$ cat src/noc_pkg.sv
package noc_pkg;

   // **********************************************************************
   // router dimensions
   // **********************************************************************

   // ports per router, local plus the four mesh neighbours
   localparam int np = 5;
   // virtual channels per input port
   localparam int nv = 4;
   // flit payload width
   localparam int flit_width = 32;

   // port numbering, local first then clockwise from north
   localparam int port_local = 0;
   localparam int port_north = 1;
   localparam int port_east  = 2;
   localparam int port_south = 3;
   localparam int port_west  = 4;

   // **********************************************************************
   // shared types
   // **********************************************************************

   // one-hot, bit o set means the flit wants output o
   typedef logic [np-1:0] output_port_t;

   // larger value is more urgent
   typedef logic [3:0] flit_priority_t;

   typedef logic [flit_width-1:0] flit_t;

   // **********************************************************************
   // XY routing turn rule
   // **********************************************************************

   // true when dimension-ordered routing can move a flit from in_port to out_port
   function automatic logic route_valid_turn(input int in_port, input int out_port);
      logic valid;
      valid = 1'b1;
      if (in_port == port_local || out_port == port_local) begin
         // injection and ejection are always fine
         valid = 1'b1;
      end else if (in_port == out_port) begin
         // no u-turn back out of the arrival port
         valid = 1'b0;
      end else if ((in_port == port_north || in_port == port_south) &&
                   (out_port == port_east || out_port == port_west)) begin
         // once travelling in y there is no way back into x
         valid = 1'b0;
      end
      return valid;
   endfunction

endpackage

$ cat src/matrix_arb.sv
module matrix_arb import noc_pkg::*; #(
   parameter int size = 4,
   parameter bit multistage = 0,
   parameter bit priority_support = 0
) (
   input  logic              clk,
   input  logic              rst_n,
   input  logic [size-1:0]   request,
   input  flit_priority_t    req_priority [size-1:0],
   input  logic              success,
   output logic [size-1:0]   grant,
   output flit_priority_t    max_priority
);

   // beats[i][j] set when requester i currently wins against requester j
   logic [size-1:0][size-1:0] beats;
   // requesters still in the running after priority filtering
   logic [size-1:0]           eligible;
   logic                      update_en;

   // **********************************************************************
   // priority filter
   // **********************************************************************

   // highest priority among active requests, zero when idle
   always_comb begin
      max_priority = '0;
      for (int i = 0; i < size; i++) begin
         if (request[i] && (req_priority[i] > max_priority)) begin
            max_priority = req_priority[i];
         end
      end
   end

   // without priority support every requester competes
   always_comb begin
      for (int i = 0; i < size; i++) begin
         eligible[i] = request[i] &&
                       (!priority_support || (req_priority[i] == max_priority));
      end
   end

   // **********************************************************************
   // grant
   // **********************************************************************

   // i wins when no eligible requester beats it
   always_comb begin
      for (int i = 0; i < size; i++) begin
         grant[i] = eligible[i];
         for (int k = 0; k < size; k++) begin
            if (eligible[k] && beats[k][i]) begin
               grant[i] = 1'b0;
            end
         end
      end
   end

   // in a multistage allocator the state only moves when the later stage agreed
   assign update_en = (|grant) && (success || !multistage);

   // **********************************************************************
   // priority matrix, upper triangle held in flops
   // **********************************************************************

   for (genvar i = 0; i < size; i++) begin : g_row
      assign beats[i][i] = 1'b0;
      for (genvar j = i + 1; j < size; j++) begin : g_col
         // set: i beats j, reset value gives lower index first
         logic upper;

         always_ff @(posedge clk) begin
            if (!rst_n) begin
               upper <= 1'b1;
            end else if (update_en) begin
               // the winner drops below every other requester
               if (grant[i]) begin
                  upper <= 1'b0;
               end else if (grant[j]) begin
                  upper <= 1'b1;
               end
            end
         end

         // lower triangle is just the complement
         assign beats[i][j] = upper;
         assign beats[j][i] = ~upper;
      end
   end

endmodule

$ cat src/noc_crossbar.sv
module noc_crossbar #(
   parameter int np = 5,
   parameter int nv = 4,
   parameter int flit_width = 32
) (
   input  logic                  clk,
   input  logic                  rst_n,
   input  logic [flit_width-1:0] flit_in [np-1:0][nv-1:0],
   input  logic [np-1:0][nv-1:0] vc_mux_sel,
   input  logic [np-1:0][np-1:0] xbar_select,
   output logic [flit_width-1:0] flit_out [np-1:0],
   output logic [np-1:0]         flit_out_valid
);

   // flit of the stage 1 winning vc at each input
   logic [flit_width-1:0] vc_flit [np-1:0];
   // flit steered to each output before the register
   logic [flit_width-1:0] xbar_flit [np-1:0];

   // **********************************************************************
   // vc select, one-hot and-or per input
   // **********************************************************************

   always_comb begin
      for (int i = 0; i < np; i++) begin
         vc_flit[i] = '0;
         for (int v = 0; v < nv; v++) begin
            if (vc_mux_sel[i][v]) begin
               vc_flit[i] = vc_flit[i] | flit_in[i][v];
            end
         end
      end
   end

   // **********************************************************************
   // np x np crossbar, one-hot select per output row
   // **********************************************************************

   always_comb begin
      for (int o = 0; o < np; o++) begin
         xbar_flit[o] = '0;
         for (int i = 0; i < np; i++) begin
            if (xbar_select[o][i]) begin
               xbar_flit[o] = xbar_flit[o] | vc_flit[i];
            end
         end
      end
   end

   // output register, one cycle after the grant
   always_ff @(posedge clk) begin
      for (int o = 0; o < np; o++) begin
         // payload only loads when something was switched here
         if (|xbar_select[o]) begin
            flit_out[o] <= xbar_flit[o];
         end
      end
   end

   always_ff @(posedge clk) begin
      if (!rst_n) begin
         flit_out_valid <= '0;
      end else begin
         for (int o = 0; o < np; o++) begin
            flit_out_valid[o] <= |xbar_select[o];
         end
      end
   end

endmodule

$ cat src/router_switch_top.sv
module router_switch_top import noc_pkg::*; #(
   parameter int np = noc_pkg::np,
   parameter int nv = noc_pkg::nv,
   parameter int flit_width = noc_pkg::flit_width,
   parameter bit dynamic_priority_switch_alloc = 0,
   parameter bit turn_opt = 1
) (
   input  logic                  clk,
   input  logic                  rst_n,
   // from the vc buffers
   input  logic [np-1:0][nv-1:0] req,
   input  flit_priority_t        req_priority [np-1:0][nv-1:0],
   input  output_port_t          output_port [np-1:0][nv-1:0],
   input  flit_t                 flit_in [np-1:0][nv-1:0],
   // back to the vc buffers, same cycle as the request
   output logic [np-1:0][nv-1:0] grant,
   output logic [np-1:0]         any_request_for_output,
   // switched flits, one cycle after the grant
   output flit_t                 flit_out [np-1:0],
   output logic [np-1:0]         flit_out_valid
);

   // **********************************************************************
   // allocator to crossbar selects
   // **********************************************************************

   logic [np-1:0][nv-1:0] vc_mux_sel;
   logic [np-1:0][np-1:0] xbar_select;

   // separable input-first switch allocation
   vc_switch_allocator #(
      .np                            (np),
      .nv                            (nv),
      .dynamic_priority_switch_alloc (dynamic_priority_switch_alloc),
      .turn_opt                      (turn_opt)
   ) u_alloc (
      .clk                    (clk),
      .rst_n                  (rst_n),
      .req                    (req),
      .req_priority           (req_priority),
      .output_port            (output_port),
      .grant                  (grant),
      .vc_mux_sel             (vc_mux_sel),
      .xbar_select            (xbar_select),
      .any_request_for_output (any_request_for_output)
   );

   // registered crossbar
   noc_crossbar #(
      .np         (np),
      .nv         (nv),
      .flit_width (flit_width)
   ) u_xbar (
      .clk            (clk),
      .rst_n          (rst_n),
      .flit_in        (flit_in),
      .vc_mux_sel     (vc_mux_sel),
      .xbar_select    (xbar_select),
      .flit_out       (flit_out),
      .flit_out_valid (flit_out_valid)
   );

endmodule

$ cat src/vc_switch_allocator.sv
module vc_switch_allocator import noc_pkg::*; #(
   parameter int np = noc_pkg::np,
   parameter int nv = noc_pkg::nv,
   parameter bit dynamic_priority_switch_alloc = 0,
   parameter bit turn_opt = 1
) (
   input  logic                  clk,
   input  logic                  rst_n,
   input  logic [np-1:0][nv-1:0] req,
   input  flit_priority_t        req_priority [np-1:0][nv-1:0],
   input  output_port_t          output_port [np-1:0][nv-1:0],
   output logic [np-1:0][nv-1:0] grant,
   output logic [np-1:0][nv-1:0] vc_mux_sel,
   output logic [np-1:0][np-1:0] xbar_select,
   output logic [np-1:0]         any_request_for_output
);

   // stage 1 winner per input, one-hot over the vcs
   logic [np-1:0][nv-1:0] stage1_grant;
   // input won at some output in stage 2
   logic [np-1:0]         input_port_success;
   // priority of the stage 1 winner, carried into stage 2
   flit_priority_t        max_priority [np-1:0];
   // output port wanted by the stage 1 winner
   output_port_t          winning_port_req [np-1:0];
   // stage 2 requests and grants, indexed [output][input]
   logic [np-1:0][np-1:0] output_port_req;
   logic [np-1:0][np-1:0] output_port_grant;
   flit_priority_t        req_priority_stage2 [np-1:0][np-1:0];

   // crossbar takes the stage 1 pick as its vc select
   assign vc_mux_sel = stage1_grant;

   // one-hot select of the winning vc's output port request
   always_comb begin
      for (int i = 0; i < np; i++) begin
         winning_port_req[i] = '0;
         for (int v = 0; v < nv; v++) begin
            if (stage1_grant[i][v]) begin
               winning_port_req[i] = winning_port_req[i] | output_port[i][v];
            end
         end
      end
   end

   for (genvar i = 0; i < np; i++) begin : g_inport

      // **********************************************************************
      // nv:1 arbiter at each input port
      // **********************************************************************

      // multistage so that losing in stage 2 keeps the vc order unchanged
      matrix_arb #(
         .size             (nv),
         .multistage       (1),
         .priority_support (dynamic_priority_switch_alloc)
      ) u_vc_arb (
         .clk          (clk),
         .rst_n        (rst_n),
         .request      (req[i]),
         .req_priority (req_priority[i]),
         .success      (input_port_success[i]),
         .grant        (stage1_grant[i]),
         .max_priority (max_priority[i])
      );

      // transpose into per-output request rows
      for (genvar o = 0; o < np; o++) begin : g_route
         // forbidden turns never reach the output arbiter
         assign output_port_req[o][i] = winning_port_req[i][o] &&
                                        (!turn_opt || route_valid_turn(i, o));
         // an input bids at stage 2 with its winner's priority
         assign req_priority_stage2[o][i] = max_priority[i];
      end

      // a vc is granted only when its input also won an output
      assign grant[i] = stage1_grant[i] & {nv{input_port_success[i]}};
   end

   for (genvar o = 0; o < np; o++) begin : g_outport

      // **********************************************************************
      // np:1 arbiter at each output port
      // **********************************************************************

      // single stage, success is tied off and ignored
      matrix_arb #(
         .size             (np),
         .multistage       (0),
         .priority_support (dynamic_priority_switch_alloc)
      ) u_outport_arb (
         .clk          (clk),
         .rst_n        (rst_n),
         .request      (output_port_req[o]),
         .req_priority (req_priority_stage2[o]),
         .success      (1'b1),
         .grant        (output_port_grant[o]),
         .max_priority ()
      );

      assign any_request_for_output[o] = |output_port_req[o];
   end

   // OR the stage 2 grants seen by each input
   always_comb begin
      for (int i = 0; i < np; i++) begin
         input_port_success[i] = 1'b0;
         for (int o = 0; o < np; o++) begin
            input_port_success[i] = input_port_success[i] | output_port_grant[o][i];
         end
      end
   end

   // row o names the input that drives output o
   assign xbar_select = output_port_grant;

endmodule
$ cat config.mk
export PLATFORM = sky130hd
export DESIGN_NAME = router_switch_top
export DESIGN_NICKNAME = d
export VERILOG_FILES = /design/src/noc_pkg.sv /design/src/matrix_arb.sv /design/src/noc_crossbar.sv /design/src/router_switch_top.sv /design/src/vc_switch_allocator.sv
export SDC_FILE = /design/constraint.sdc
export NUM_CORES = 1
export LEC_CHECK = 0
export CAP_MARGIN = 20
export CELL_PAD_IN_SITES_DETAIL_PLACEMENT = 0
export CELL_PAD_IN_SITES_GLOBAL_PLACEMENT = 1
export CORE_AREA = 3 3 395 397
export DETAILED_ROUTE_END_ITERATION = 10
export DIE_AREA = 0 0 398 400
export DONT_BUFFER_PORTS = 1
export GPL_TIMING_DRIVEN = 0
export PLACE_DENSITY = 0.3
export SLEW_MARGIN = 20
export SYNTH_ARGS = -nofsm -noshare
export SYNTH_HDL_FRONTEND = slang
export SYNTH_SLANG_ARGS = --single-unit
$ cat constraint.sdc
create_clock -name clk -period 3.8 [get_ports clk]
set_clock_uncertainty 0.2 [all_clocks]
set_input_delay 0.19 -clock clk [delete_from_list [all_inputs] [get_ports clk]]
set_output_delay 0.19 -clock clk [all_outputs]
set_load 0.02 [all_outputs]
==> results of run 1 <==
placed cells by master (no fill, tap or decap), drive strengths merged, types with 17 or more instances in the layout:
cell type,count
nand2,250
dfxtp,59
buf,66
diode,21
clkbuf,142
a22o,98
a221o,34
edfxtp,160
nor2,41
o21ai,60
a21boi,19
a22oi,334
clkinv,17
inv,66
nand4,47
nand3,50
a222oi,65
dlygate4sd3,498
nand2b,44
worst paths after layout:
path                                   start             endpoint  slack, ns  depth (start not counted)
worst max-delay path                    flop  u_xbar.flit_out[63]      -0.01                          9
worst min-delay path            flit_in[608]  u_xbar.flit_out[64]       0.03                          3
worst min register to register          flop                 flop       0.30                          2
worst max register to register          flop  u_xbar.flit_out[63]      -0.01                          9
routing by layer:
| layer | global-route usage [%] | wire length, um |
|---|---|---|
| met5 | 0.369 | 192 |
| met3 | 4.54 | 12100 |
| met1 | 21.8 | 61300 |
| met4 | 6.17 | 6020 |
| met2 | 32.0 | 75500 |
synthesized netlist by cell type, drive strengths merged (2+ instances only):
master / count / area [um^2]
a211oi: 3 / 27.5
o41ai: 3 / 71.3
o21a: 4 / 30.0
dfxtp: 59 / 1180
nand2: 250 / 938
o211a: 4 / 40.0
and3: 12 / 76.3
a21oi: 4 / 23.8
nand4b: 15 / 131
inv: 64 / 240
a2111oi: 2 / 55.1
a21boi: 19 / 165
o31ai: 2 / 20.0
clkbuf: 113 / 424
o21ai: 60 / 300
and2: 10 / 62.6
and4: 10 / 87.6
a2bb2oi: 11 / 121
nand3: 50 / 250
nor2b: 2 / 12.5
edfxtp: 160 / 4800
a31oi: 7 / 43.8
or4: 2 / 18.8
buf: 40 / 208
nand4: 47 / 300
a222oi: 65 / 651
o2111a: 3 / 35.0
nand2b: 44 / 275
a41oi: 8 / 70.1
nor2: 41 / 154
or2: 4 / 25.0
a22o: 98 / 858
a221o: 34 / 340
o2111ai: 2 / 17.5
a32oi: 3 / 26.3
o31a: 6 / 65.1
a22oi: 334 / 2510
a2111o: 2 / 22.5
nor3: 3 / 15.0
per-stage QoR:
stage | power, mW | std cells | cell area [um^2] | hold slack [ns] | utilization [%]
after floorplan | 8.71 | 1607 | 14800 | 0.239 | -
after global placement | 13.0 | 3637 | 17300 | 0.287 | 11.4
after detailed placement | 13.2 | 3649 | 17600 | 0.291 | 11.6
after CTS | 17.8 | 4215 | 23900 | 0.000373 | 15.7
after global routing | 18.2 | 4230 | 24100 | 0.0213 | 15.8
final | 17.4 | 4238 | 24100 | 0.0290 | 15.8
logic make-up after synthesis:
logic type             count (synthesis)
DFF                                  219
AOI/OAI and AO/OA                    679
buffers and inverters                217
and+or+nand+nor                      492
worst max-delay path, delay by kind of cell (launching register included):
kind | cells | cell delay [ns]
buffers and inverters | 3 | 1.40
AOI/OAI and AO/OA | 3 | 1.07
and+or+nand+nor | 3 | 0.53
DFF | 1 | 0.34
timing repair:
item / 4_1_cts / 5_1_grt
gates cloned: 0 / 0
hold buffers: 498 / 0
pin swaps: 5 / 5
endpoints found under the hold margin: 159 / 0
resized for setup: 31 / 64
setup buffers: 5 / 4
endpoints found under the setup margin: 127 / 115
flip-flops by register name, summed over array words and instances, names as in the netlist:
register / count
u_alloc.g_inport.u_vc_arb.g_row.g_col.upper: 30
u_alloc.g_outport.u_outport_arb.g_row.g_col.upper: 24
u_xbar.flit_out: 160
u_xbar.flit_out_valid: 5
cell type report:
| cell class | count | area, um^2 | share of cell area (%) |
|---|---|---|---|
| Tap cell | 2030 | 2540 | 10.6 |
| Inverter | 64 | 240 | 0.998 |
| Timing Repair Buffer | 519 | 5280 | 21.9 |
| Buffer | 145 | 727 | 3.02 |
| Clock inverter | 25 | 245 | 1.02 |
| Clock buffer | 44 | 973 | 4.04 |
| Multi-Input combinational cell | 1171 | 8030 | 33.4 |
| Sequential cell | 219 | 5990 | 24.9 |
| Antenna cell | 21 | 52.6 | 0.218 |
power groups by stage:
stage          logic [mW]  registers [mW]  clock network (mW)
3_3_place_gp         6.90            6.09                   0
2_1_floorplan        3.32            5.39                   0
4_1_cts              8.05            5.97                3.75
3_5_place_dp         7.19            6.01                   0
6_report             7.96            5.90                3.55
5_1_grt              8.44            6.00                3.81
==> metrics, run 1 <==
wire per inst 36.6 um; Worst Path Required 3.92 ns; Layout area overhead 63.0%; chip width 398 um; final worst slack -0.0120 ns; Top FF cell, synth edfxtp_1; crit share post-route 100%; hold crit path type input port to flop; Peak Freq about 260 MHz; Site Rows approximately 140; Slew HR 28.7%; Synth Area in Compound Gates 37.5%; Crit Path Max Fanout 10; layout net count 3,000; Cell Chain, Critical Path nand2b_1 -> and4_1 -> clkbuf_2 -> buf_1 -> a22o_1 -> a221o_1 -> dlygate4sd3_1 -> a222oi_1 -> nand2_1; outcome complete, but fails checks; initial DRC count between 2k and 2.5k; Post-Syn Instances 1,607; crit path time final 3.81 ns; Synthesized Nets 2,449; chip height 400 um; register bit total from synthesis 219; Post-DRT Antenna Nets 0; critical path type flop to flop; Pwr Density 723 nW/um^2; P_leak about 8.7 nW; Psw 8.85 mW; Syn Area/Cell just over 9 um^2; Longest Clk Path Bufs 3; fill count about 17k; clock group share of total power 20.4%; core area 152,000 um^2; gr ovfl total 0; CTS clk-pin slew, worst paths 0.06 ns; Slew @ Worst Pin 1.07 ns; layout cell share with drive strength beyond 1 10.2%; total number of yosys warnings 0; CP max stage delay 0.66 ns; Via density 4.41; DR vias 18.7k; Synth Area in Simple Gates roughly 16%; global-route wire length before repair around 190,000 um; total wire length 155,000 um; # port buffers 0; Worst Setup End Kind flop; violated checks setup timing; Setup TNS Final -0.0120 ns; Post-Synth XOR/XNOR Area 0%; adder-cell share of the synthesized area 0%; HPWL Detailed 120,000 um; largest net degree at the start of global routing 23; startpoint types flop; Netlist Area Pre-Place 14,800 um^2; Comb pwr share 45.7%; CTS Sinks 219; I/O pins 1,032; number of iterations in the first detailed-routing pass 10; Setup WS pre-CTS -0.586 ns; die footprint 159,000 um^2; initial antenna violation count 54; Total Routing Usage GR around 18%; number of global-route vias before repair 19.5k; Max Cap Violations 0; Slew Limit Fails 0; TritonCTS clock tree done; CTS buffer count 38; H-tree depth 2; Peak VDD IR between 0.2 and 0.3 mV; Post-synth EDFFs 160; Switching Share approximately half; Final Hold Fails 0; share of the yosys chip area belonging to registers 40.5%; Yosys cell types 65; Initial Util 9.70%; RSZ-0062 raised after global routing no; critical path's slowest cell dlygate4sd3_1; Reg power frac between 30% and 40%; largest family of logic cells by synthesized area compound AO/OA/AOI/OAI gates; Worst EP arrival 3.94 ns; Final setup viols 1; Root Buffer clkbuf_16; DRC viols 0; gpl congestion about 0.93; asr flop ratio synth 0%; internal power 8.55 mW; clock latency on the worst-skew pair about 0.59 ns; mux contribution to synthesized area 0%
Note: power is estimated with default switching activity, not from simulation.
==> run 2, diff against run 1 <==
Settings changed: ABC_AREA set to 1, CORE_AREA 3 3 395 397 to 3 3 396 398, DIE_AREA 0 0 398 400 to 0 0 399 401, SLEW_MARGIN 20 to unset.
==> metrics, run 2 <==
hold path start flit_in[579]; share of the yosys chip area belonging to registers between 30% and 40%; Peak VDD IR ~0.36 mV; Crit Path Max Fanout 10; CTS clk-pin slew, worst paths 0.05 ns; initial DRC count 1,474; Site Rows 144; fill count 17.8k; number of iterations in the first detailed-routing pass 7; Most flops, register u_xbar.flit_out; asr flop ratio synth 0%; Area contributors post-synth edfxtp_1, nand2_1, dfxtp_1; max reg flops 160; r2r endpoint u_xbar.flit_out[150]; R2R setup slack 0.14 ns; DR vias roughly 20k; Hold Crit Depth 6; Syn Area/Cell 6.46 um^2; initial antenna violation count 25; register bit total from synthesis ~220; area taken by flip-flops and latches 5990 um^2; Worst EP arrival between 3 and 4 ns; Post-synth EDFFs 160; total wire length 165,000 um; Final Hold Fails 0; Top FF cell, synth edfxtp_1; top-count cell post-synth nand2_1; total number of yosys warnings 0; Max Cap Violations 0; Initial Util 10.8%; Post-DRT Antenna Nets 0; Peak Freq approximately 270 MHz; Worst Path Required 3.93 ns; global-route wire length before repair 209,000 um; Setup TNS Final 0 ns; Post-Syn Instances around 2.6k; Synthesized Nets 3,401; biggest area consumer among synthesized cells edfxtp_1; I/O pins a little over 1k; Yosys cell types 42; Longest Clk Path Bufs 3; RSZ-0062 raised after global routing no; multi-input logic area roughly 8900 um^2; WHS Endpoint u_xbar.flit_out[3]; Netlist Area Pre-Place around 17,000 um^2; Worst Setup End Kind flop; Post-Layout Cell Count 5,088; gr ovfl total 0; HPWL Detailed between 100,000 and 150,000 um; chip height roughly 400 um; H-tree depth 2; TritonCTS clock tree done; crit path time final 3.66 ns; Post-Place Cells roughly 4.6k; startpoint types flop; core area 154,000 um^2; Via density ~4.0; Synth top cells by count nand2_1, inv_1, nand3_1; die footprint 160,000 um^2; gpl congestion 0.851; wire per inst about 32 um; layout cell share with drive strength beyond 1 under 10%; # port buffers 0; layout net count 3,846; Slew HR between 10% and 20%; Slew @ Worst Pin 1.20 ns; top flop regs u_xbar.flit_out (160), u_alloc.g_inport.u_vc_arb.g_row.g_col.upper (30), u_alloc.g_outport.u_outport_arb.g_row.g_col.upper (24); hold crit path type input port to flop; CTS Sinks 219; Final setup viols 0; DRC viols 0; Root Buffer clkbuf_16; largest net degree at the start of global routing 33; Layout area overhead 49.3%; CTS buffer count 37; outcome finished, final reports clean; top-area cell type share of the netlist area 29.1%; commonest cells after routing, fill and taps aside nand2_1, dlygate4sd3_1, inv_1; Total Routing Usage GR between 10% and 20%; clock latency on the worst-skew pair 0.60 ns; P_leak about 11 nW; Pwr Density 764 nW/um^2; chip width 399 um; cells on worst reg2reg path 10; Slew Limit Fails 0; crit share post-route 96.2%; critical path type flop to flop; commonest non-fill, non-tap cell in the layout nand2_1; number of global-route vias before repair 21.4k
-- run 2: cell count changes after synthesis, sizes merged, moves of 52 or more --
cell / change
nand3: +183
nor2: +142
nand2: +798
a222oi: -65
o22ai: +119
a22oi: -334
clkbuf: -52
inv: +242
a22o: -86
-- run 2: worst max path at each step --
stage / from / to / slack, ns / cells after the start
2_1_floorplan: flop / u_xbar.flit_out[32] / 0.80 / 12
3_3_place_gp: flop / u_xbar.flit_out[50] / -2.73 / 12
3_5_place_dp: flop / u_xbar.flit_out[82] / -0.72 / 8
4_1_cts: flop / u_xbar.flit_out[26] / 0.008 / 12
5_1_grt: flop / u_xbar.flit_out[85] / 0.003 / 10
6_report: flop / u_xbar.flit_out[150] / 0.14 / 10
-- run 2: routing by layer --
layer,vias to the layer above,share of wire (%),track usage (%)
li1,9327,-,-
met1,9857,41,23.9
met2,887,50,35.2
met3,131,7.6,5.19
met4,12,1.6,3.52
met5,-,0.050,0
-- run 2: power by group --
part / switching, mW / internal, mW / leakage (nW) / total, mW
Clock: 1.47 / 1.83 / 0.537 / 3.30
Sequential: 2.24 / 4.16 / 2.15 / 6.40
Combinational: 6.57 / 2.58 / 8.05 / 9.15
-- run 2: logic make-up after synthesis --
kind of cell | synth area share [%]
AOI/OAI and AO/OA | 13.1
DFF | 36.2
buffers and inverters | 10.9
and+or+nand+nor | 39.8
-- run 2: per-stage QoR --
step	util, %	total power [mW]	setup WS, ns	area (um^2)	hold WS [ns]
after floorplan	-	9.62	0.798	16500	0.247
after global placement	12.4	14.9	-2.73	19100	0.270
after detailed placement	12.7	15.0	-0.721	19600	0.272
after CTS	15.9	19.3	0.00805	24500	0.00134
after global routing	16.0	20.0	0.00278	24700	0.0310
final	16.1	18.9	0.143	24700	0.00779
-- run 2: final cells by class --
cell class	count	share of cell area, %
Antenna cell	12	0.122
Sequential cell	219	24.3
Multi-Input combinational cell	1898	36.0
Inverter	307	4.79
Timing Repair Buffer	406	17.1
Buffer	135	2.84
Clock buffer	48	3.96
Tap cell	2044	10.4
Clock inverter	19	0.517
-- run 2: worst max-delay path: stages, from the launching register on --
cell and delay [ns]:
dfxtp_1 0.33, nand2_1 0.07, nand2_1 0.05, nor2_2 0.20, buf_6 0.30, buf_2 0.58, nand2_1 0.31, nand3_1 0.18
dlygate4sd3_1 0.60, inv_1 0.10, o22ai_1 0.40
-- run 2: timing repair --
| item | in CTS | in global routing |
|---|---|---|
| gates resized for setup | 29 | 23 |
| setup endpoints to repair | 258 | 64 |
| pin swaps | 5 | 3 |
| setup buffers | 10 | 10 |
| endpoints found under the hold margin | 161 | 0 |
| hold buffers | 362 | 0 |
